===== config.mk =====
export PLATFORM = sky130hd
export DESIGN_NAME = cam_frame_top
export DESIGN_NICKNAME = d
export VERILOG_FILES = /design/src/common/disp_pkg.sv /design/src/common/cam_pkg.sv /design/src/verilog/cam_frame_top.sv /design/src/verilog/disp_timing_gen.sv /design/src/fbuf/frame_store.sv /design/src/capture/cmos_pixel_pack.sv
export VERILOG_INCLUDE_DIRS = /design/src /design/src/common
export SDC_FILE = /design/constraint.sdc
export NUM_CORES = 2
export LEC_CHECK = 0
export BUFFER_PORTS_ARGS = -buffer_cell sky130_fd_sc_hd__clkbuf_2
export CORE_MARGIN = 2
export CORE_UTILIZATION = 55
export CTS_CLUSTER_DIAMETER = 200
export DETAILED_ROUTE_END_ITERATION = 10
export PLACE_DENSITY_LB_ADDON = 0.25
export SKIP_CTS_REPAIR_TIMING = 1
export SLEW_MARGIN = 0
export SYNTH_ARGS = -nofsm -noshare
export SYNTH_HDL_FRONTEND = slang
export SYNTH_SLANG_ARGS = --single-unit

===== constraint.sdc =====
create_clock -name core_clk -period 6.81 [get_ports core_clk]
set_input_delay 1.7025 -clock core_clk [delete_from_list [all_inputs] [get_ports core_clk]]
set_output_delay 1.7025 -clock core_clk [all_outputs]
set_load 0.02 [all_outputs]

===== src/common/video_defines.svh =====
`ifndef VIDEO_DEFINES_SVH
`define VIDEO_DEFINES_SVH

////////////////////////////////////////////////////////////////////////////
// frame store geometry
////////////////////////////////////////////////////////////////////////////

`define FRAME_W     16                          // pixels per line
`define FRAME_H     8                           // lines per frame
`define PIX_ADDR_W  7                           // covers FRAME_W * FRAME_H

////////////////////////////////////////////////////////////////////////////
// display timing, all counts in core_clk cycles
////////////////////////////////////////////////////////////////////////////

`define H_ACTIVE    `FRAME_W
`define H_FRONT     2
`define H_SYNC      3
`define H_BACK      3
`define H_TOTAL     (`H_ACTIVE + `H_FRONT + `H_SYNC + `H_BACK)

`define V_ACTIVE    `FRAME_H
`define V_FRONT     1
`define V_SYNC      2
`define V_BACK      1
`define V_TOTAL     (`V_ACTIVE + `V_FRONT + `V_SYNC + `V_BACK)

`endif

===== src/common/disp_pkg.sv =====
`include "video_defines.svh"

package disp_pkg;

    // region of a line or of a frame
    typedef enum logic [1:0] {
        ACTIVE,
        FRONT,
        SYNC,
        BACK
    } timing_region_e;

    // expanded colour, 8 bits per channel
    typedef struct packed {
        logic [7:0] r;
        logic [7:0] g;
        logic [7:0] b;
    } rgb888_t;

    // display output bundle
    typedef struct packed {
        logic    vs;                            // active high
        logic    hs;                            // active high
        logic    de;
        rgb888_t rgb;
    } video_out_t;

    // read request from the display side
    typedef struct packed {
        logic                   re;
        logic [`PIX_ADDR_W-1:0] addr;
    } pix_rd_t;

endpackage


===== src/common/cam_pkg.sv =====
`include "video_defines.svh"

package cam_pkg;

    // one camera byte as sampled on core_clk
    typedef struct packed {
        logic       vsync;                      // frame sync level
        logic       href;                       // line valid level
        logic       valid;                      // byte strobe
        logic [7:0] data;
    } cmos_byte_t;

    // packed pixel as stored in the frame buffer
    typedef struct packed {
        logic [4:0] r;
        logic [5:0] g;
        logic [4:0] b;
    } rgb565_t;

    // write request from the capture side
    typedef struct packed {
        logic                   we;             // one pulse per pixel
        logic [`PIX_ADDR_W-1:0] addr;
        rgb565_t                pixel;
        logic                   frame_end;      // with the last pixel write
    } pix_wr_t;

    // which byte of the pair is expected next
    typedef enum logic {
        WAIT_HIGH,
        WAIT_LOW
    } pack_phase_e;

endpackage


===== src/verilog/cam_frame_top.sv =====
`timescale 1ns/1ps
`include "video_defines.svh"

module cam_frame_top
(
    input  logic                 core_clk,
    input  logic                 i_reset,
    input  cam_pkg::cmos_byte_t  i_cmos,
    output logic                 o_frame_ready,
    output disp_pkg::video_out_t o_video
);

    cam_pkg::pix_wr_t  wr;                      // capture to store
    disp_pkg::pix_rd_t rd;                      // display to store
    cam_pkg::rgb565_t  rd_pixel;

    ////////////////////////////////////////////////////////////////////////////
    // camera byte packing
    ////////////////////////////////////////////////////////////////////////////

    cmos_pixel_pack u_pack
    (
        .core_clk      (core_clk),
        .i_reset       (i_reset),
        .i_cmos        (i_cmos),
        .o_wr          (wr)
    );

    frame_store u_store
    (
        .core_clk      (core_clk),
        .i_reset       (i_reset),
        .i_wr          (wr),
        .i_rd          (rd),
        .o_rd_pixel    (rd_pixel),
        .o_frame_ready (o_frame_ready)
    );

    // display side
    disp_timing_gen u_disp
    (
        .core_clk      (core_clk),
        .i_reset       (i_reset),
        .i_frame_ready (o_frame_ready),
        .o_rd          (rd),
        .i_rd_pixel    (rd_pixel),
        .o_video       (o_video)
    );

endmodule


===== src/verilog/disp_timing_gen.sv =====
`timescale 1ns/1ps
`include "video_defines.svh"

module disp_timing_gen
(
    input  logic                 core_clk,
    input  logic                 i_reset,
    input  logic                 i_frame_ready,
    output disp_pkg::pix_rd_t    o_rd,
    input  cam_pkg::rgb565_t     i_rd_pixel,
    output disp_pkg::video_out_t o_video
);

    localparam int HW = $clog2(`H_TOTAL);
    localparam int VW = $clog2(`V_TOTAL);
    localparam logic [HW-1:0] H_LAST = HW'(`H_TOTAL - 1);
    localparam logic [VW-1:0] V_LAST = VW'(`V_TOTAL - 1);

    logic                     running;          // set once a frame is stored
    logic [HW-1:0]            h_cnt;
    logic [VW-1:0]            v_cnt;
    disp_pkg::timing_region_e h_region;
    disp_pkg::timing_region_e v_region;
    logic                     rd_re;
    logic [`PIX_ADDR_W-1:0]   rd_addr;
    logic                     hs_d1;
    logic                     vs_d1;
    logic                     de_d1;

    // order inside a line or frame is active, front, sync, back
    function automatic disp_pkg::timing_region_e region_of(
        input int unsigned pos,
        input int unsigned n_act,
        input int unsigned n_front,
        input int unsigned n_sync
    );
        if (pos < n_act)
            return disp_pkg::ACTIVE;
        else if (pos < n_act + n_front)
            return disp_pkg::FRONT;
        else if (pos < n_act + n_front + n_sync)
            return disp_pkg::SYNC;
        else
            return disp_pkg::BACK;
    endfunction

    // zero fill of the low bits
    function automatic disp_pkg::rgb888_t expand(input cam_pkg::rgb565_t pix);
        return '{r: {pix.r, 3'b000}, g: {pix.g, 2'b00}, b: {pix.b, 3'b000}};
    endfunction

    ////////////////////////////////////////////////////////////////////////////
    // raster counters
    ////////////////////////////////////////////////////////////////////////////

    always_ff @(posedge core_clk)
    begin
        if (i_reset)
        begin
            running <= 1'b0;
            h_cnt   <= '0;
            v_cnt   <= '0;
        end
        else if (!running)
        begin
            running <= i_frame_ready;           // counters wait at 0,0
        end
        else if (h_cnt == H_LAST)
        begin
            h_cnt <= '0;
            v_cnt <= (v_cnt == V_LAST) ? '0 : v_cnt + 1'b1;
        end
        else
        begin
            h_cnt <= h_cnt + 1'b1;
        end
    end

    assign h_region = region_of(32'(h_cnt), `H_ACTIVE, `H_FRONT, `H_SYNC);
    assign v_region = region_of(32'(v_cnt), `V_ACTIVE, `V_FRONT, `V_SYNC);

    ////////////////////////////////////////////////////////////////////////////
    // pixel fetch, two cycles ahead of de
    ////////////////////////////////////////////////////////////////////////////

    assign rd_re = running && h_region == disp_pkg::ACTIVE
                           && v_region == disp_pkg::ACTIVE;

    always_ff @(posedge core_clk)
    begin
        if (i_reset)
        begin
            rd_addr <= '0;
        end
        else if (running && h_cnt == H_LAST && v_cnt == V_LAST)
        begin
            rd_addr <= '0;                      // raster restarts
        end
        else if (rd_re)
        begin
            rd_addr <= rd_addr + 1'b1;
        end
    end

    assign o_rd = '{re: rd_re, addr: rd_addr};

    ////////////////////////////////////////////////////////////////////////////
    // sync pipeline matched to the memory read
    ////////////////////////////////////////////////////////////////////////////

    always_ff @(posedge core_clk)
    begin
        if (i_reset)
        begin
            hs_d1   <= 1'b0;
            vs_d1   <= 1'b0;
            de_d1   <= 1'b0;
            o_video <= '0;
        end
        else
        begin
            hs_d1   <= running && h_region == disp_pkg::SYNC;
            vs_d1   <= running && v_region == disp_pkg::SYNC;
            de_d1   <= rd_re;                   // pixel arrives next cycle
            o_video <= '{vs: vs_d1, hs: hs_d1, de: de_d1,
                         rgb: de_d1 ? expand(i_rd_pixel) : '0};
        end
    end

    a_de_outside_sync: assert property (@(posedge core_clk) disable iff (i_reset)
        o_video.de |-> !(o_video.hs || o_video.vs))
        else $error("de high during a sync pulse");

endmodule


===== src/fbuf/frame_store.sv =====
`timescale 1ns/1ps
`include "video_defines.svh"

module frame_store
(
    input  logic              core_clk,
    input  logic              i_reset,
    input  cam_pkg::pix_wr_t  i_wr,
    input  disp_pkg::pix_rd_t i_rd,
    output cam_pkg::rgb565_t  o_rd_pixel,
    output logic              o_frame_ready
);

    localparam int unsigned DEPTH = `FRAME_W * `FRAME_H;
    localparam logic [`PIX_ADDR_W-1:0] LAST_ADDR = `PIX_ADDR_W'(DEPTH - 1);

    cam_pkg::rgb565_t mem [DEPTH];              // one whole frame
    logic             ready_q;

    ////////////////////////////////////////////////////////////////////////////
    // pixel memory, write and read ports are independent
    ////////////////////////////////////////////////////////////////////////////

    always_ff @(posedge core_clk)
    begin
        if (i_wr.we)
        begin
            mem[i_wr.addr] <= i_wr.pixel;
        end
    end

    always_ff @(posedge core_clk)
    begin
        if (i_rd.re)
        begin
            o_rd_pixel <= mem[i_rd.addr];       // data one cycle after strobe
        end
    end

    ////////////////////////////////////////////////////////////////////////////
    // frame ready flag
    ////////////////////////////////////////////////////////////////////////////

    always_ff @(posedge core_clk)
    begin
        if (i_reset)
        begin
            ready_q <= 1'b0;
        end
        else if (i_wr.we && i_wr.frame_end)
        begin
            ready_q <= 1'b1;                    // sticky until reset
        end
    end

    assign o_frame_ready = ready_q;

    // display must wait for a complete frame
    a_no_early_read: assert property (@(posedge core_clk) disable iff (i_reset)
        i_rd.re |-> o_frame_ready)
        else $error("pixel read before the first frame was stored");

    // frame end only marks the write of the last pixel
    a_frame_end_addr: assert property (@(posedge core_clk) disable iff (i_reset)
        i_wr.frame_end |-> (i_wr.we && i_wr.addr == LAST_ADDR))
        else $error("frame end flagged at address 0x%0h", i_wr.addr);

endmodule


===== src/capture/cmos_pixel_pack.sv =====
`timescale 1ns/1ps
`include "video_defines.svh"

module cmos_pixel_pack
(
    input  logic                core_clk,
    input  logic                i_reset,
    input  cam_pkg::cmos_byte_t i_cmos,
    output cam_pkg::pix_wr_t    o_wr
);

    localparam logic [`PIX_ADDR_W-1:0] LAST_ADDR = `PIX_ADDR_W'(`FRAME_W * `FRAME_H - 1);

    cam_pkg::pack_phase_e   phase;
    logic                   vsync_q;            // previous vsync level
    logic [7:0]             hi_byte;
    logic [`PIX_ADDR_W-1:0] wr_addr;            // next address to write
    logic                   frame_full;         // last address already written
    logic                   wr_we;
    logic                   wr_end;
    logic [`PIX_ADDR_W-1:0] wr_addr_q;
    cam_pkg::rgb565_t       wr_pixel;
    logic                   byte_ok;
    logic                   vs_rise;
    logic                   pix_done;
    logic [15:0]            word;

    assign byte_ok  = i_cmos.valid & i_cmos.href;
    assign vs_rise  = i_cmos.vsync & ~vsync_q;
    assign pix_done = byte_ok & ~vs_rise & (phase == cam_pkg::WAIT_LOW);
    assign word     = {hi_byte, i_cmos.data};   // high byte arrives first

    ////////////////////////////////////////////////////////////////////////////
    // phase and address control
    ////////////////////////////////////////////////////////////////////////////

    always_ff @(posedge core_clk)
    begin
        if (i_reset)
        begin
            phase      <= cam_pkg::WAIT_HIGH;
            vsync_q    <= 1'b0;
            wr_addr    <= '0;
            frame_full <= 1'b0;
            wr_we      <= 1'b0;
            wr_end     <= 1'b0;
        end
        else
        begin
            vsync_q <= i_cmos.vsync;
            wr_we   <= pix_done;
            wr_end  <= pix_done & (wr_addr == LAST_ADDR);
            if (vs_rise)
            begin
                phase      <= cam_pkg::WAIT_HIGH;  // new frame starts at 0
                wr_addr    <= '0;
                frame_full <= 1'b0;
            end
            else if (!i_cmos.href)
            begin
                phase <= cam_pkg::WAIT_HIGH;    // drops an odd trailing byte
            end
            else if (byte_ok)
            begin
                unique case (phase)
                    cam_pkg::WAIT_HIGH: phase <= cam_pkg::WAIT_LOW;
                    cam_pkg::WAIT_LOW:
                    begin
                        phase <= cam_pkg::WAIT_HIGH;
                        if (wr_addr != LAST_ADDR)
                        begin
                            wr_addr <= wr_addr + 1'b1; // holds at the end
                        end
                        else
                        begin
                            frame_full <= 1'b1;
                        end
                    end
                endcase
            end
        end
    end

    // byte and pixel payload
    always_ff @(posedge core_clk)
    begin
        if (byte_ok && phase == cam_pkg::WAIT_HIGH)
        begin
            hi_byte <= i_cmos.data;
        end
        if (pix_done)
        begin
            wr_addr_q <= wr_addr;
            // colour fields swap ends so low bits are red
            wr_pixel  <= '{r: word[4:0], g: word[10:5], b: word[15:11]};
        end
    end

    assign o_wr = '{we: wr_we, addr: wr_addr_q, pixel: wr_pixel, frame_end: wr_end};

    a_addr_in_frame: assert property (@(posedge core_clk) disable iff (i_reset)
        pix_done |-> !frame_full)
        else $error("pixel write past the end of the frame at address 0x%0h", wr_addr);

endmodule


Word level (Yosys, flattened, before mapping)
Memories as Yosys holds them, arrays and structs flattened. A register that Yosys moved wholly into a read port is not among the register bits.
Index checks and enable logic that the tools add are counted.
Widths: inputs -> output; s select.

word-level totals
  RAM bits = 2048
  register bits after elaboration = 90
  output and inout port bits = 28
  memories kept = 1
  input port bits = 13

cells by class
  reduce and logical (&&, ||, !) cells = 16
  equal/unequal tests = 6
  $lt $le $gt $ge = 6
  add/subtract/negate cells = 4
  bitwise logic cells = 10
  multiplexer cells = 12

memory list
  name         depth  width  read ports  clocked after memory_dff  write ports  line               RTL
  u_store.mem  128    16     1           1                         1            frame_store.sv:17  cam_pkg::rgb565_t mem [DEPTH];

operators with widths
  cell                 number
  $lt 5x5->1 const B   3
  $add 7x1->7 const B  2
  $lt 4x4->1 const B   3
  $logic_and 1x1->1    8
  $mux 2               4
  $eq 7x7->1 const B   1
  $ne 7x7->1 const B   1
  $reduce_or 2->1      3
  $add 5x1->5 const B  1
  $and 1x1->1          5
  $eq 5x5->1 const B   1
  $mux 1               5
  $mux 5               1
  $not 1->1            5
  $add 4x1->4 const B  1
  $eq 2x2->1 const B   2
  $eq 4x4->1 const B   1
  $logic_not 2->1      2
  $mux 4               1
  $reduce_and 4->1     1
  $reduce_or 3->1      1
  $pmux 1 s2           1
  $reduce_and 2->1     1

Longest topological paths before layout
  depth after elaboration = 7
  gate-level depth with buffers = 11
  depth with buffers taken out = 6

By module
Synthesis repeated with hierarchy kept, for this count alone.

second synthesis, totals
  cells, all modules = 3339
  area total of the unflattened synthesis = 81787.2 um2

by module, submodules not included
  module           cells an instance  instances  area each (um2)
  frame_store      3089               1          78723.0
  cmos_pixel_pack  94                 1          1560.2
  disp_timing_gen  156                1          1503.9

Worst setup path before layout
Ideal clock, no wire load.

  path kind = input to register
  start point = input i_cmos[9] (netlist name)
  end point = register u_pack.wr_pixel (netlist bit u_pack.o_wr[10]), enable pin
  buffers on the path = 0
  slack = 3546 ps
  data required time = 6407 ps
  stages = 2
  arrival time = 2861 ps
  cell sequence = nand3_1 > nor2_1

between the ends
  longest elaborated chain between the ends = 3

ends and longest elaborated chain
  what                       line                   RTL
  start: declaration         cam_frame_top.sv:8     input cam_pkg::cmos_byte_t i_cmos,
  $and 1x1->1                cmos_pixel_pack.sv:28  assign byte_ok = i_cmos.valid & i_cmos.href;
  $and 1x1->1 (2 in a row)   cmos_pixel_pack.sv:30  assign pix_done = byte_ok & ~vs_rise & (phase == cam_pkg::WAIT_LOW);
  named net u_pack.pix_done  cmos_pixel_pack.sv:25  logic pix_done;
  end signal: assignment     cmos_pixel_pack.sv:95  wr_pixel <= '{r: word[4:0], g: word[10:5], b: word[15:11]};
  end: declaration           cmos_pixel_pack.sv:22  cam_pkg::rgb565_t wr_pixel;

The timed path passes the listed nets, and every way through them passes these cells.
A chain may end at the register's enable or synchronous reset.

==> metrics.md <==
| Metric | Value |
|---|---|
| Status | complete, but fails checks |
| Failing checks | max-capacitance violations |
| Clk_lat worst skew | approximately 0.84 ns |
| IO buf count | 32 |
| Final hold vios | 0 |
| CTS H-tree lvls | 4 |
| Area of the multi-input gates | around 17000 um^2 |
| I/O Pins | 41 |
| Crit path launch | u_disp.rd_addr[1]$_SDFFE_PP0P_ |
| Post-synth top area cell | edfxtp_1 |
| R2r startpoint | u_disp.rd_addr[1]$_SDFFE_PP0P_ |
| CP required | around 7.3 ns |
| Post-synthesis register bit count | between 2000 and 2500 |
| Maximum fanout along the worst path | 53 |
| Pleak | between 0.02 and 0.03 uW |
| Clk slew on worst S/H paths | around 0.06 ns |
| Rel. slew slack | less than 1% |
| Dpl hpwl | between 100000 and 150000 um |
| Area grow syn2layout | 11.89% |
| Max clock buf depth | 3 |
| DR top layer | met5 |
| Syn Area/Cell | between 20 and 25 um^2 |
| Die area | ~150000 um^2 |
| CP max-delay cell | nor4_1 |
| Largest net degree at the start of global routing | 110 |
| Routability cong. | 0.9970 |
| Core area | ~150000 um^2 |
| Gate count of the mapped netlist | 3883 |
| Layout Nets | 4141 |
| Congestion Overflow GR | 0 |
| Initial antenna violation count | 10 |
| Layout cell share with drive strength beyond 1 | between 20% and 30% |
| Max incr delay on CP | about 1.1 ns |
| Top cells by area, synth | edfxtp_1 76%, mux4_2 12%, mux2i_1 2.9%, dfxtp_1 1.2%, nor2_1 0.88% |
| DRC Markers | 0 |
| CTS tree | yes |
| Achievable Freq | 231.1 MHz |
| Post-Syn Area | roughly 83000 um^2 |
| Synth warn | 0 |
| Vias in the first global route | ~40000 |
| Area fraction of the dominant cell type after synthesis | approximately three quarters |
| Starting density of the core | between 50% and 60% |
| CTS buffer count | 203 |
| Max-cap violations | 1 |
| Worst Path Buf+Inv | 2 |
| Worst Setup End Kind | register |
| Worst Path Class, Setup | reg2reg |
| Pwr dens | about 280 nW/um^2 |
| Stages on worst setup path | 7 |
| Chip height | roughly 400 um |
| Fin Setup TNS | 0 ns |
| First-pass GRT wire length | between 300000 and 400000 um |
| Maximum VDD drop | around 0.28 mV |
| Tightest Pin Transition | between 1 and 1.5 ns |
| Number of distinct library cells after synthesis | 74 |
| RR Endpoint | u_store.o_rd_pixel[12]$_DFFE_PP_ |
| Vias/cell | 6.595 |
| Met2 wire length | 95550 um |
| Die W | 392.0 um |
| Main flop type after synthesis | edfxtp_1 |
| Initial DRC count | roughly 6800 |
| Final Skew | 0.03325 ns |
| RSZ-0062 raised after global routing | no |
| WL/cell | around 34 um |
| Slew Limit Fails | 0 |
| R2R setup slack | around 2.5 ns |
| FF+latch area | between 60000 and 70000 um^2 |
| R2r worst-path depth | 7 |
| CP arrival | slightly below 5 ns |
| Worst setup margin | 2.483 ns |
| Seq/Total Area, Yosys | between 70 and 80% |
| CP Cell Sequence | buf_12, buf_4, mux4_2, mux2i_1, o22ai_1, nor4_1, a22oi_1 |
| Via count | between 40000 and 50000 |
| Commonest cells post-synth | 2095 x edfxtp_1, 429 x mux4_2, 240 x mux2i_1 |
| First-pass DRT Iterations | 6 |
| Tmin final | about 4.3 ns |
| Setup slack at placement | roughly 2.5 ns |
| CP startpoint kind | register |
| Met1 WL | between 80000 and 90000 um |
| EDFF count, synth | between 2000 and 2500 |
| Critical Path End | u_store.o_rd_pixel[12]$_DFFE_PP_ |
| GR Util All Layers | between 20% and 30% |
| Fill count | roughly 10000 |
| Routed Antenna Nets | 0 |
| Met3 wire length | ~26000 um |
| CP top delay family | simple AND/OR/NAND/NOR gates |
| Root Buffer | clkbuf_16 |
| Async set-reset flop share out of synthesis | 0% |
| Fin crit share | a little under two thirds |
| Most common cell in the synthesized netlist | edfxtp_1 |
| CTS Sinks | between 2000 and 2500 |
| Final setup fails | 0 |
| Post-Route WL | roughly 210000 um |
| Rows | about 140 |
| Hold WC Path Type | reg2reg |
-- routing by layer --
metal	track usage, %	up-vias
li1	-	16640
met5	0	-
met1	41.49	21820
met4	10.78	4
met3	6.932	441
met2	40.65	2788
-- report_power, final --
group / internal, uW / switching (uW)
Clock: 6600 / 4840
Combinational: 6.02 / 38.4
Sequential: 14300 / 2.37
-- cell families (layout without fill, tap and decap cells) --
group | Yosys count | after routing | synth area share, %
flops | 2146 | 2146 | 77.23
simple gates | 476 | 476 | 2.690
fa+ha+maj | 5 | 5 | 0.07557
other cells | 1 | 12 | 0.004530
xor+xnor | 17 | 17 | 0.1799
buf+inv | 229 | 640 | 1.921
compound gates | 302 | 302 | 2.734
mux | 707 | 707 | 15.16
-- placed cells by master (no fill, tap or decap), types with 18 or more instances in the layout --
cell / instances
clkbuf_1: 52
o211ai_1: 18
clkbuf_8: 23
a221oi_1: 22
nand3_1: 47
a22oi_1: 62
a21oi_1: 48
buf_4: 208
and2_1: 19
clkbuf_16: 210
clkinv_1: 26
mux2_2: 34
clkinv_2: 37
nor2b_1: 24
nor2_1: 182
mux2i_1: 240
nand2_1: 107
mux4_2: 429
o22ai_1: 25
edfxtp_1: 2095
clkbuf_2: 32
bufinv_16: 18
dfxtp_1: 46
-- per-stage QoR --
stage          utilization (%)  power, uW  hold slack [ns]  cells  area, um^2
3_5_place_dp             57.34      14620           0.4045   5934       85780
2_1_floorplan                -      14600           0.4003   3890       82810
4_1_cts                  61.91      25900           0.4173   6317       92610
5_1_grt                  61.91      26390           0.4213   6317       92610
3_3_place_gp             57.34      14620           0.4011   5934       85780
6_report                 61.91      25780           0.4168   6321       92620
-- worst min-delay path by stage --
stage | depth (start not counted) | startpoint | to
after global routing | 0 | u_pack.hi_byte[7]$_DFFE_PP_ | u_pack.o_wr[5]$_DFFE_PN_
after CTS | 0 | u_pack.hi_byte[7]$_DFFE_PP_ | u_pack.o_wr[5]$_DFFE_PN_
after detailed placement | 0 | u_pack.hi_byte[6]$_DFFE_PP_ | u_pack.o_wr[4]$_DFFE_PN_
final | 0 | u_pack.hi_byte[0]$_DFFE_PP_ | u_pack.o_wr[9]$_DFFE_PN_
after floorplan | 0 | u_pack.hi_byte[1]$_DFFE_PP_ | u_pack.o_wr[10]$_DFFE_PN_
after global placement | 0 | u_pack.hi_byte[3]$_DFFE_PP_ | u_pack.o_wr[1]$_DFFE_PN_
-- final cells by class --
cell class / instances / area share, %
multi-input cells: 1515 / 18.77
clock buffers: 285 / 6.226
clock inverters: 98 / 1.143
diodes: 4 / 0.01081
well taps: 2016 / 2.723
flip-flops and latches: 2146 / 69.04
inverters: 8 / 0.03512
repair buffers: 249 / 2.053
-- sequential cells by signal (all words and copies together) (netlist names), 4 cells and up --
register            count
u_store.mem          2048
u_disp.o_video         19
u_pack.o_wr            16
u_store.o_rd_pixel     16
u_pack.hi_byte          8
u_disp.rd_addr          7
u_pack.wr_addr          7
u_pack.wr_addr_q        7
u_disp.h_cnt            5
u_disp.v_cnt            4
No activity file was read; power rests on OpenSTA's default activity.
